## src/seq_cfg.svh

```systemverilog
//--------------------------------------------------------------------
// Build constants for the power-rail sequencer: rail count, delays,
// host register map and read-only ID values. Include this header in
// any file that uses one of the macros.
//--------------------------------------------------------------------
`ifndef SEQ_CFG_SVH
`define SEQ_CFG_SVH

// Number of sequenced rails
`define SEQ_RAIL_COUNT 6

// Power-good must hold this long before the next rail is enabled
// Kept short for simulation, hardware wants roughly 15 ms of clocks
`define SEQ_SETTLE_CYCLES 16

// Longest wait from a rail enable to its power-good
`define SEQ_PG_TIMEOUT_CYCLES 200

// Host register map, one byte per address
`define SEQ_ADDR_VERSION 8'h00
`define SEQ_ADDR_CLR_ERR 8'h03
`define SEQ_ADDR_STATUS 8'h07
`define SEQ_ADDR_EN_STAT 8'h08
`define SEQ_ADDR_PG_STAT 8'h0A
`define SEQ_ADDR_VENDOR_ID 8'h0C
`define SEQ_ADDR_FAIL_STAT 8'h18

// Read-only identification, vendor ID spells "RCS "
`define SEQ_FPGA_VERSION 8'h08
`define SEQ_VENDOR_ID0 8'h52
`define SEQ_VENDOR_ID1 8'h43
`define SEQ_VENDOR_ID2 8'h53
`define SEQ_VENDOR_ID3 8'h20

`endif

```

## src/seq_pkg.sv

```systemverilog
//--------------------------------------------------------------------
// Shared types of the power-rail sequencer: the per-rail vector, the
// decoded host operation and the status register byte.
//--------------------------------------------------------------------
`include "seq_cfg.svh"

package seq_pkg;

	// One bit per rail, rail 0 comes up first
	typedef logic [`SEQ_RAIL_COUNT-1:0] rail_vec_t;

	// Host operation after address decode
	typedef enum logic [1:0] {
		op_read = 2'd0,
		op_clear_err = 2'd1,
		op_write_other = 2'd2
	} reg_op_t;

	// Status register fields, bit 0 is sysgood
	typedef struct packed {
		logic [2:0] reserved;
		logic wait_err;
		logic operation_err;
		logic err_found;
		logic sysen;
		logic sysgood;
	} status_fields_t;

	// Same byte seen as named fields or as the raw register value
	typedef union packed {
		logic [7:0] raw;
		status_fields_t fields;
	} status_word_u;

endpackage

```

## src/power_seq_top.sv

```systemverilog
//--------------------------------------------------------------------
// Top level of the power-rail sequencer. Joins the register decode,
// the rail sequencing core and the readback stage.
//--------------------------------------------------------------------

module power_seq_top (
	input logic clk_in,
	input logic rst_n,
	input logic sysen,
	input seq_pkg::rail_vec_t rail_pg,
	output seq_pkg::rail_vec_t rail_en,
	output logic sysgood,
	input logic req_valid,
	input logic req_write,
	input logic [7:0] req_addr,
	input logic [7:0] req_wdata,
	output logic req_ready,
	output logic resp_valid,
	output logic [7:0] resp_rdata,
	input logic resp_ready
);

	logic dec_valid;
	logic dec_ready;
	seq_pkg::reg_op_t dec_op;
	logic [7:0] dec_addr;
	logic clear_req;
	seq_pkg::status_word_u status;
	seq_pkg::rail_vec_t en_stat;
	seq_pkg::rail_vec_t pg_stat;
	seq_pkg::rail_vec_t fail_detail;

	reg_decode decode_i (
		.clk_in(clk_in),
		.rst_n(rst_n),
		.req_valid(req_valid),
		.req_write(req_write),
		.req_addr(req_addr),
		.req_wdata(req_wdata),
		.req_ready(req_ready),
		.dec_valid(dec_valid),
		.dec_op(dec_op),
		.dec_addr(dec_addr),
		.dec_ready(dec_ready),
		.clear_req(clear_req)
	);

	rail_sequencer sequencer_i (
		.clk_in(clk_in),
		.rst_n(rst_n),
		.sysen(sysen),
		.rail_pg(rail_pg),
		.clear_req(clear_req),
		.rail_en(rail_en),
		.sysgood(sysgood),
		.status(status),
		.en_stat(en_stat),
		.pg_stat(pg_stat),
		.fail_detail(fail_detail)
	);

	status_readback readback_i (
		.clk_in(clk_in),
		.rst_n(rst_n),
		.dec_valid(dec_valid),
		.dec_op(dec_op),
		.dec_addr(dec_addr),
		.dec_ready(dec_ready),
		.status(status),
		.en_stat(en_stat),
		.pg_stat(pg_stat),
		.fail_detail(fail_detail),
		.resp_valid(resp_valid),
		.resp_rdata(resp_rdata),
		.resp_ready(resp_ready)
	);

endmodule

```

## src/rail_sequencer.sv

```systemverilog
//--------------------------------------------------------------------
// Rail sequencing core. Brings rails up in order on sysen, takes them
// down in reverse order, and latches wait and operation errors that
// force every enable low until cleared by the host or by sysen.
//--------------------------------------------------------------------
`include "seq_cfg.svh"

module rail_sequencer (
	input logic clk_in,
	input logic rst_n,
	input logic sysen,
	input seq_pkg::rail_vec_t rail_pg,
	input logic clear_req,
	output seq_pkg::rail_vec_t rail_en,
	output logic sysgood,
	output seq_pkg::status_word_u status,
	output seq_pkg::rail_vec_t en_stat,
	output seq_pkg::rail_vec_t pg_stat,
	output seq_pkg::rail_vec_t fail_detail
);

	localparam int settle_w = $clog2(`SEQ_SETTLE_CYCLES + 1);
	localparam int wait_w = $clog2(`SEQ_PG_TIMEOUT_CYCLES + 1);

	logic sysen_s1;
	logic sysen_s2;
	logic sysen_d;
	seq_pkg::rail_vec_t pg_s1;
	seq_pkg::rail_vec_t pg_s2;
	seq_pkg::rail_vec_t settled;
	seq_pkg::rail_vec_t settle_pending;
	seq_pkg::rail_vec_t settle_lowest;
	seq_pkg::rail_vec_t en_next;
	logic [settle_w-1:0] settle_cnt;
	logic [wait_w-1:0] wait_cnt;
	logic wait_err;
	logic operation_err;
	logic err_found;
	logic err_any;
	logic clear_err;
	logic sysen_fall;

	// Two-flop synchronizers, sysen_d only feeds the edge detector
	always_ff @(posedge clk_in or negedge rst_n) begin
		if (!rst_n) begin
			sysen_s1 <= 1'b0;
			sysen_s2 <= 1'b0;
			sysen_d <= 1'b0;
			pg_s1 <= '0;
			pg_s2 <= '0;
		end else begin
			sysen_s1 <= sysen;
			sysen_s2 <= sysen_s1;
			sysen_d <= sysen_s2;
			pg_s1 <= rail_pg;
			pg_s2 <= pg_s1;
		end
	end

	assign sysen_fall = sysen_d && !sysen_s2;
	assign clear_err = clear_req || sysen_fall;
	assign err_any = wait_err || operation_err || err_found;

	// Rails that are up but not yet settled; the counter serves the lowest one
	assign settle_pending = pg_s2 & rail_en & ~settled;
	assign settle_lowest = settle_pending & (~settle_pending + 1'b1);

	always_ff @(posedge clk_in or negedge rst_n) begin
		if (!rst_n) begin
			settled <= '0;
			settle_cnt <= '0;
		end else if (!sysen_s2 || err_any) begin
			settled <= '0;
			settle_cnt <= '0;
		end else if (|settle_pending) begin
			if (settle_cnt == settle_w'(`SEQ_SETTLE_CYCLES - 1)) begin
				settled <= settled | settle_lowest;
				settle_cnt <= '0;
			end else begin
				settle_cnt <= settle_cnt + 1'b1;
			end
		end else begin
			settle_cnt <= '0;
		end
	end

	// One rail waits for power-good at a time during bring-up
	always_ff @(posedge clk_in or negedge rst_n) begin
		if (!rst_n) begin
			wait_cnt <= '0;
		end else if (!sysen_s2 || err_any || !(|(rail_en & ~pg_s2))) begin
			wait_cnt <= '0;
		end else if (wait_cnt != wait_w'(`SEQ_PG_TIMEOUT_CYCLES)) begin
			wait_cnt <= wait_cnt + 1'b1;
		end
	end

	// Error flags and fail detail, captured as the error first shows up
	always_ff @(posedge clk_in or negedge rst_n) begin
		if (!rst_n) begin
			wait_err <= 1'b0;
			operation_err <= 1'b0;
			err_found <= 1'b0;
			fail_detail <= '0;
		end else if (clear_err) begin
			wait_err <= 1'b0;
			operation_err <= 1'b0;
			err_found <= 1'b0;
			fail_detail <= '0;
		end else begin
			if (wait_cnt == wait_w'(`SEQ_PG_TIMEOUT_CYCLES)) begin
				wait_err <= 1'b1;
			end
			if (|(settled & ~pg_s2)) begin
				operation_err <= 1'b1;
			end
			if (wait_err || operation_err) begin
				err_found <= 1'b1;
			end
			if ((wait_err || operation_err) && !err_found) begin
				fail_detail <= rail_en ^ pg_s2;
			end
		end
	end

	// Up: previous rail settled. Down: held while the next rail is still good
	assign en_next = (({settled[`SEQ_RAIL_COUNT-2:0], 1'b1} & {`SEQ_RAIL_COUNT{sysen_s2}})
		| {1'b0, pg_s2[`SEQ_RAIL_COUNT-1:1]}) & {`SEQ_RAIL_COUNT{!err_found}};

	always_ff @(posedge clk_in or negedge rst_n) begin
		if (!rst_n) begin
			rail_en <= '0;
			sysgood <= 1'b0;
		end else begin
			rail_en <= en_next;
			sysgood <= settled[`SEQ_RAIL_COUNT-1];
		end
	end

	always_comb begin
		status.raw = 8'h00;
		status.fields.sysgood = sysgood;
		status.fields.sysen = sysen_s2;
		status.fields.err_found = err_found;
		status.fields.operation_err = operation_err;
		status.fields.wait_err = wait_err;
	end

	assign en_stat = rail_en;
	assign pg_stat = pg_s2;

endmodule

```

## src/reg_decode.sv

```systemverilog
//--------------------------------------------------------------------
// Decode stage of the host register port. Takes one request at a time
// into a register slot, classifies it and pulses clear_req for a
// write to the clear-error address.
//--------------------------------------------------------------------
`include "seq_cfg.svh"

module reg_decode (
	input logic clk_in,
	input logic rst_n,
	input logic req_valid,
	input logic req_write,
	input logic [7:0] req_addr,
	input logic [7:0] req_wdata,
	output logic req_ready,
	output logic dec_valid,
	output seq_pkg::reg_op_t dec_op,
	output logic [7:0] dec_addr,
	input logic dec_ready,
	output logic clear_req
);

	logic accept;
	logic clear_hit;

	// Slot frees up when empty or when the result stage takes the word
	assign req_ready = !dec_valid || dec_ready;
	assign accept = req_valid && req_ready;

	// Write data carries no meaning, no register here is writable
	assign clear_hit = req_write && (req_addr == `SEQ_ADDR_CLR_ERR);

	always_ff @(posedge clk_in or negedge rst_n) begin
		if (!rst_n) begin
			dec_valid <= 1'b0;
			clear_req <= 1'b0;
		end else begin
			clear_req <= accept && clear_hit;
			if (accept) begin
				dec_valid <= 1'b1;
			end else if (dec_ready) begin
				dec_valid <= 1'b0;
			end
		end
	end

	always_ff @(posedge clk_in) begin
		if (accept) begin
			dec_addr <= req_addr;
			if (!req_write) begin
				dec_op <= seq_pkg::op_read;
			end else if (clear_hit) begin
				dec_op <= seq_pkg::op_clear_err;
			end else begin
				dec_op <= seq_pkg::op_write_other;
			end
		end
	end

endmodule

```

## src/status_readback.sv

```systemverilog
//--------------------------------------------------------------------
// Result stage of the host register port. Samples read data from the
// live sequencer state into a response slot and holds it while the
// host stalls.
//--------------------------------------------------------------------
`include "seq_cfg.svh"

module status_readback (
	input logic clk_in,
	input logic rst_n,
	input logic dec_valid,
	input seq_pkg::reg_op_t dec_op,
	input logic [7:0] dec_addr,
	output logic dec_ready,
	input seq_pkg::status_word_u status,
	input seq_pkg::rail_vec_t en_stat,
	input seq_pkg::rail_vec_t pg_stat,
	input seq_pkg::rail_vec_t fail_detail,
	output logic resp_valid,
	output logic [7:0] resp_rdata,
	input logic resp_ready
);

	logic load;
	logic [7:0] rd_data;

	assign dec_ready = !resp_valid || resp_ready;
	assign load = dec_valid && dec_ready;

	// Writes and unmapped reads answer zero
	always_comb begin
		rd_data = 8'h00;
		if (dec_op == seq_pkg::op_read) begin
			case (dec_addr)
				`SEQ_ADDR_VERSION: rd_data = `SEQ_FPGA_VERSION;
				`SEQ_ADDR_STATUS: rd_data = status.raw;
				`SEQ_ADDR_EN_STAT: rd_data = 8'(en_stat);
				`SEQ_ADDR_PG_STAT: rd_data = 8'(pg_stat);
				`SEQ_ADDR_FAIL_STAT: rd_data = 8'(fail_detail);
				`SEQ_ADDR_VENDOR_ID: rd_data = `SEQ_VENDOR_ID0;
				`SEQ_ADDR_VENDOR_ID + 8'd1: rd_data = `SEQ_VENDOR_ID1;
				`SEQ_ADDR_VENDOR_ID + 8'd2: rd_data = `SEQ_VENDOR_ID2;
				`SEQ_ADDR_VENDOR_ID + 8'd3: rd_data = `SEQ_VENDOR_ID3;
				default: rd_data = 8'h00;
			endcase
		end
	end

	always_ff @(posedge clk_in or negedge rst_n) begin
		if (!rst_n) begin
			resp_valid <= 1'b0;
		end else if (load) begin
			resp_valid <= 1'b1;
		end else if (resp_ready) begin
			resp_valid <= 1'b0;
		end
	end

	// Data only moves when a new word enters the slot
	always_ff @(posedge clk_in) begin
		if (load) begin
			resp_rdata <= rd_data;
		end
	end

endmodule

```

## config.mk

```make
export PLATFORM = sky130hd
export DESIGN_NAME = power_seq_top
export DESIGN_NICKNAME = d
export VERILOG_FILES = /design/src/seq_pkg.sv /design/src/power_seq_top.sv /design/src/rail_sequencer.sv /design/src/reg_decode.sv /design/src/status_readback.sv
export VERILOG_INCLUDE_DIRS = /design/src
export SDC_FILE = /design/constraint.sdc
export NUM_CORES = 1
export LEC_CHECK = 0
export BUFFER_PORTS_ARGS = -buffer_cell sky130_fd_sc_hd__buf_4
export CORE_MARGIN = 1
export CORE_UTILIZATION = 61
export DETAILED_ROUTE_END_ITERATION = 10
export PLACE_DENSITY = 0.84
export SYNTH_ARGS = -nofsm -noshare
export SYNTH_HDL_FRONTEND = slang
export SYNTH_SLANG_ARGS = --single-unit
```

## constraint.sdc

```tcl
create_clock -name clk_in -period 3.16 [get_ports clk_in]
set_clock_uncertainty 0.2 [all_clocks]
set_input_delay 0.948 -clock clk_in [delete_from_list [all_inputs] [get_ports clk_in]]
set_output_delay 0.948 -clock clk_in [all_outputs]
set_load 0.01 [all_outputs]
```

== After elaboration in Yosys (flattened, before gate mapping) ==
Cells that the tools add are included.

* $add $sub $neg: 3
* Equality and inequality tests: 12
* Multiplexer cells: 22
* Bitwise gates (word level): 13
* Reduce and logical (&&, ||, !) cells: 33

{| class="wikitable"
|+ Operators by type and width
! operator !! number
|-
| case mux 7 bit (9 select lines) || 1
|-
| equality test 8 x 4 -> 1 bit, second input constant || 6
|-
| AND 6 bit || 7
|-
| 2-to-1 mux 6 bit || 5
|-
| NOT 6 bit || 3
|-
| nonzero test 2 bit || 9
|-
| OR reduction 6 bit || 3
|-
| 2-to-1 mux 8 bit || 2
|-
| 2-to-1 mux 5 bit || 3
|-
| 2-to-1 mux 1 bit || 10
|-
| adder 8 x 1 -> 8 bit, second input constant || 1
|-
| equality test 8 x 2 -> 1 bit, second input constant || 1
|-
| equality test 8 x 3 -> 1 bit, second input constant || 1
|-
| equality test 8 x 5 -> 1 bit, second input constant || 1
|-
| equality test 8 bit, second input constant || 1
|-
| zero test 8 bit || 1
|-
| inequality test 8 bit, second input constant || 1
|-
| logical OR 1 bit || 7
|-
| adder 6 x 1 -> 6 bit, second input constant || 1
|-
| logical AND 1 bit || 6
|-
| bitwise OR 6 x 5 -> 6 bit || 1
|-
| bitwise OR 6 bit || 1
|-
| bitwise XOR 6 bit || 1
|-
| adder 5 x 1 -> 5 bit, second input constant || 1
|-
| 5 further kinds || 9
|}

* Bits in registers: 71
* Bits of input ports: 28
* Output and inout bits: 17
* Word-level logic and storage cells: 103

== Longest topological paths before layout ==
* Depth in word-level cells: 9
* Depth in mapped cells: 6
* Mapped depth without buffers: 6

== Hierarchy ==
From an unflattened synthesis, not the netlist that was laid out.

* Cell total of the unflattened synthesis: 302
* Area, all modules: 3370.7 um^2

{| class="wikitable"
|+ Modules (own cells, without submodules)
! module !! instances !! cells each !! area an instance (um^2) !! sequential area each (um^2)
|-
| rail_sequencer || 1 || 199 || 2225.9 || 1251.2
|-
| status_readback || 1 || 80 || 737.0 || 265.3
|-
| reg_decode || 1 || 23 || 407.9 || 350.3
|}

== Least setup slack after synthesis ==
OpenSTA, ideal clock, no wires.

* Path kind: input port to output port
* From: input port resp_ready
* To: output port req_ready
* Arrival: 1.162 ns
* Data required time: 2.012 ns
* Setup slack: 0.850 ns
* Stages on the path: 1
* Buffers on the path: 0
* Cell sequence: nand3b_1

* Word-level cells in the longest chain between the ends: 2

{| class="wikitable"
|+ Ends and longest elaborated chain
! what !! RTL line !! text
|-
| from (decl) || power_seq_top.sv:20 || <nowiki>input logic resp_ready</nowiki>
|-
| logical OR 1 bit || status_readback.sv:27 || <nowiki>assign dec_ready = !resp_valid || resp_ready;</nowiki>
|-
| logical OR 1 bit || reg_decode.sv:27 || <nowiki>assign req_ready = !dec_valid || dec_ready;</nowiki>
|-
| to (decl) || power_seq_top.sv:17 || <nowiki>output logic req_ready,</nowiki>
|}

No other way between the ends.

== Final worst setup path ==
Same ends and word-level chain as after synthesis.

==> results.yml <==
status:
  outcome: "finished, final reports clean"
logic_synthesis:
  synth_seq_cells: 70
  ys_seq_area_frac: 0.580
  synth_edf_count: 17
  synth_top_cell_by_area: "dfrtp_1"
  yosysWarningCount: 0
  synth.area.top_cells: "dfrtp_1 (42%), edfxtp_1 (16%), ha_1 (5.9%)"
  syn_avg_cell_area_um2: 11.5
  syn_nets: 317
  yosys.area.top_type_share: 0.419
  post_synth_num_cell_types: 53
  synth_flop_cell: "dfrtp_1"
  async_reset_ff_frac: 0.757
  syn_inst: 274
  syn_area_mm2: 0.00316
die:
  dieArea_mm2: 0.00548
  core_mm2: 0.00485
  io_pins: 45
  dieWidth_um: 74.0
  num_rows: 25
  die_y_um: 74.0
  initial_core_util: 0.653
cts:
  cts_buffer_depth: 2
  cts_made_buffers: 9
  htreeDepth: 3
  clkLatencyLatePin_ns: 0.35
  root_buffer: "clkbuf_8"
  cts.sinks: 70
  cts_resized: 0
  cts_tree: "yes"
  post_cts_buffers: 0
  cts_hold_buffers: 0
  clkTransAtPathRegs_ns: 0.07
layout:
  layout_commonest_cell: "dfrtp_1"
  syn_to_final_growth_pct: 16.6
  layout-drive-gt1-share: 0.182
  diodes: 0
  fillerInstances: 323
  final_cell_mix: "dfrtp_1 (53), buf_4 (35), nor2_1 (30)"
  nets: 356
setup_path:
  required_ns: 2.01
  critical_path.top_delay_family: "buffers and inverters"
  cp_common_cell: "buf_4"
  path_class: "in -> out"
  arrival_ns: 1.40
  path_max_fanout: 3
  worst_path_max_delay_cell: "nand3b_1"
  critical_path.cell_chain: "buf_4 > nand3b_1 > buf_4"
  slowest_delay_ns: 0.18
  endpoint_kind: "output port"
  crit_path_start_kind: "input port"
  crit_buf_inv: 2
hold_path:
  min_path_type: "reg -> reg"
timing:
  setup_viol: 0
  slew-limit-headroom: 0.473
  hold_violations: 0
  finalSetupTns_ns: 0
  worstMarginPinSlew_ns: 0.783
  min_period_ns: 2.54
  final_max_slew_viol_count: 0
  clock.fmax_ghz: 0.393
  rsz0062_at_grt: "false"
  period_share: 0.805
global_routing:
  grtUsageTotal: 0.259
  use_met2: 0.413
  first_global_vias: 2078
  grt.met3_usage: 0.0705
  grt_max_degree: 54
  antenna_found_initial: 0
  grt_pass1_wl_mm: 10.1
  top_usage_layer: "met2"
  grt_overflow: 0
  grtUsageMet1: 0.335
routing:
  drt-initial-drc-count: 231
  firstDrtPassIters: 4
  via_per_inst: 5.80
  ant_nets: 0
  post_drt_wl_per_cell_um: 16.3
  num_vias: 2234
  wl_mm: 6.29
  drc_errors: 0
run:
  maxCapViolations: 0
pwr:
  leakagePower_nw: 1.64
  finalPower_mw: 1.92
  ir_drop_mv: 0.361
  power_density_mw_per_mm2: 521
placement:
  port-buffer-count: 35
  place_congestion: 0.890
  detailed_place_hpwl_mm: 4.53
==> Yosys cell counts (all sizes together) (4+ instances only) <==
library cell  count
dfrtp            53
nor2             30
edfxtp           17
inv              17
ha               15
nand2            13
nand3            13
a21oi            12
a211oi           10
nand2b            8
a22o              6
nor3              6
a22oi             5
o21ai             5
xor2              5
clkbuf            4
nor4              4
==> flip-flops by register name, summed over array words and instances (netlist names), 2 cells and up <==
name,count
decode_i.dec_addr,8
sequencer_i.wait_cnt,8
readback_i.resp_rdata,7
sequencer_i.en_stat,6
sequencer_i.fail_detail,6
sequencer_i.pg_s1,6
sequencer_i.pg_stat,6
sequencer_i.settled,6
sequencer_i.settle_cnt,5
decode_i.dec_op,2
==> worst reg2reg max path: stages (launching register included) <==
cell and delay (ns):
dfrtp_1 0.45, inv_1 0.07, ha_1 0.18, or4_1 0.51
o31ai_2 0.59, nor2_1 0.12
==> logic make-up (layout without fill, tap and decap cells) <==
group                      Yosys count  after routing  share of synthesized area
and+or+nand+nor                    101            101                      0.177
DFF                                 70             70                      0.580
other                                1              1                    0.00119
xor gates and xnor gates             8              8                     0.0221
muxes                                3              3                    0.00949
adders and majority gates           16             16                     0.0625
buffers and inverters               24             68                     0.0336
AOI/OAI and AO/OA                   51             51                      0.113
==> final cells by class <==
class                      count  area (um^2)  area share
timing repair buffer          35          263      0.0712
multi-input combinational    180         1220       0.331
tap                           67         83.8      0.0227
clock buffer                  13          180      0.0488
inverter                      17         63.8      0.0173
sequential                    70         1840       0.498
clock inverter                 3         40.0      0.0109
==> per-stage QoR <==
| stage | util | hold WS (ns) | setup slack (ns) | cell area, um^2 | instances |
|---|---|---|---|---|---|
| finish | 0.761 | 0.149 | 0.616 | 3690 | 385 |
| global route | 0.761 | 0.157 | 0.576 | 3690 | 385 |
| CTS | 0.761 | 0.150 | 0.611 | 3690 | 385 |
| detailed placement | 0.715 | 0.135 | 0.611 | 3470 | 369 |
| global placement | 0.715 | 0.132 | 0.603 | 3470 | 369 |
| floorplan | - | 0.131 | 0.850 | 3160 | 274 |
==> routing by layer <==
metal | wire, um | vias up
li1 | - | 1064
met1 | 2580 | 1088
met2 | 3180 | 73
met3 | 443 | 9
met4 | 81 | 0
met5 | 0 | -
==> final timing paths <==
path	start	end	slack, ns	cells after the start
hold reg to reg	sequencer_i.pg_s1[3]	sequencer_i.pg_stat[3]	0.15	0
min in group asynchronous	rst_n	sequencer_i.wait_cnt[1]	0.41	1
hold / removal	sequencer_i.pg_s1[3]	sequencer_i.pg_stat[3]	0.15	0
setup / recovery	resp_ready	req_ready	0.62	3
setup reg to reg	sequencer_i.pg_stat[2]	sequencer_i.wait_cnt[7]	0.89	5
max in group asynchronous	rst_n	sequencer_i.pg_s1[3]	1.92	1
==> power breakdown <==
part | internal, mW | switching, mW | leakage (nW)
Combinational | 0.0626 | 0.0812 | 0.673
Sequential | 0.963 | 0.0340 | 0.850
Clock | 0.453 | 0.327 | 0.115
Total | 1.48 | 0.443 | 1.64
Note: power is estimated with default switching activity, not from simulation.
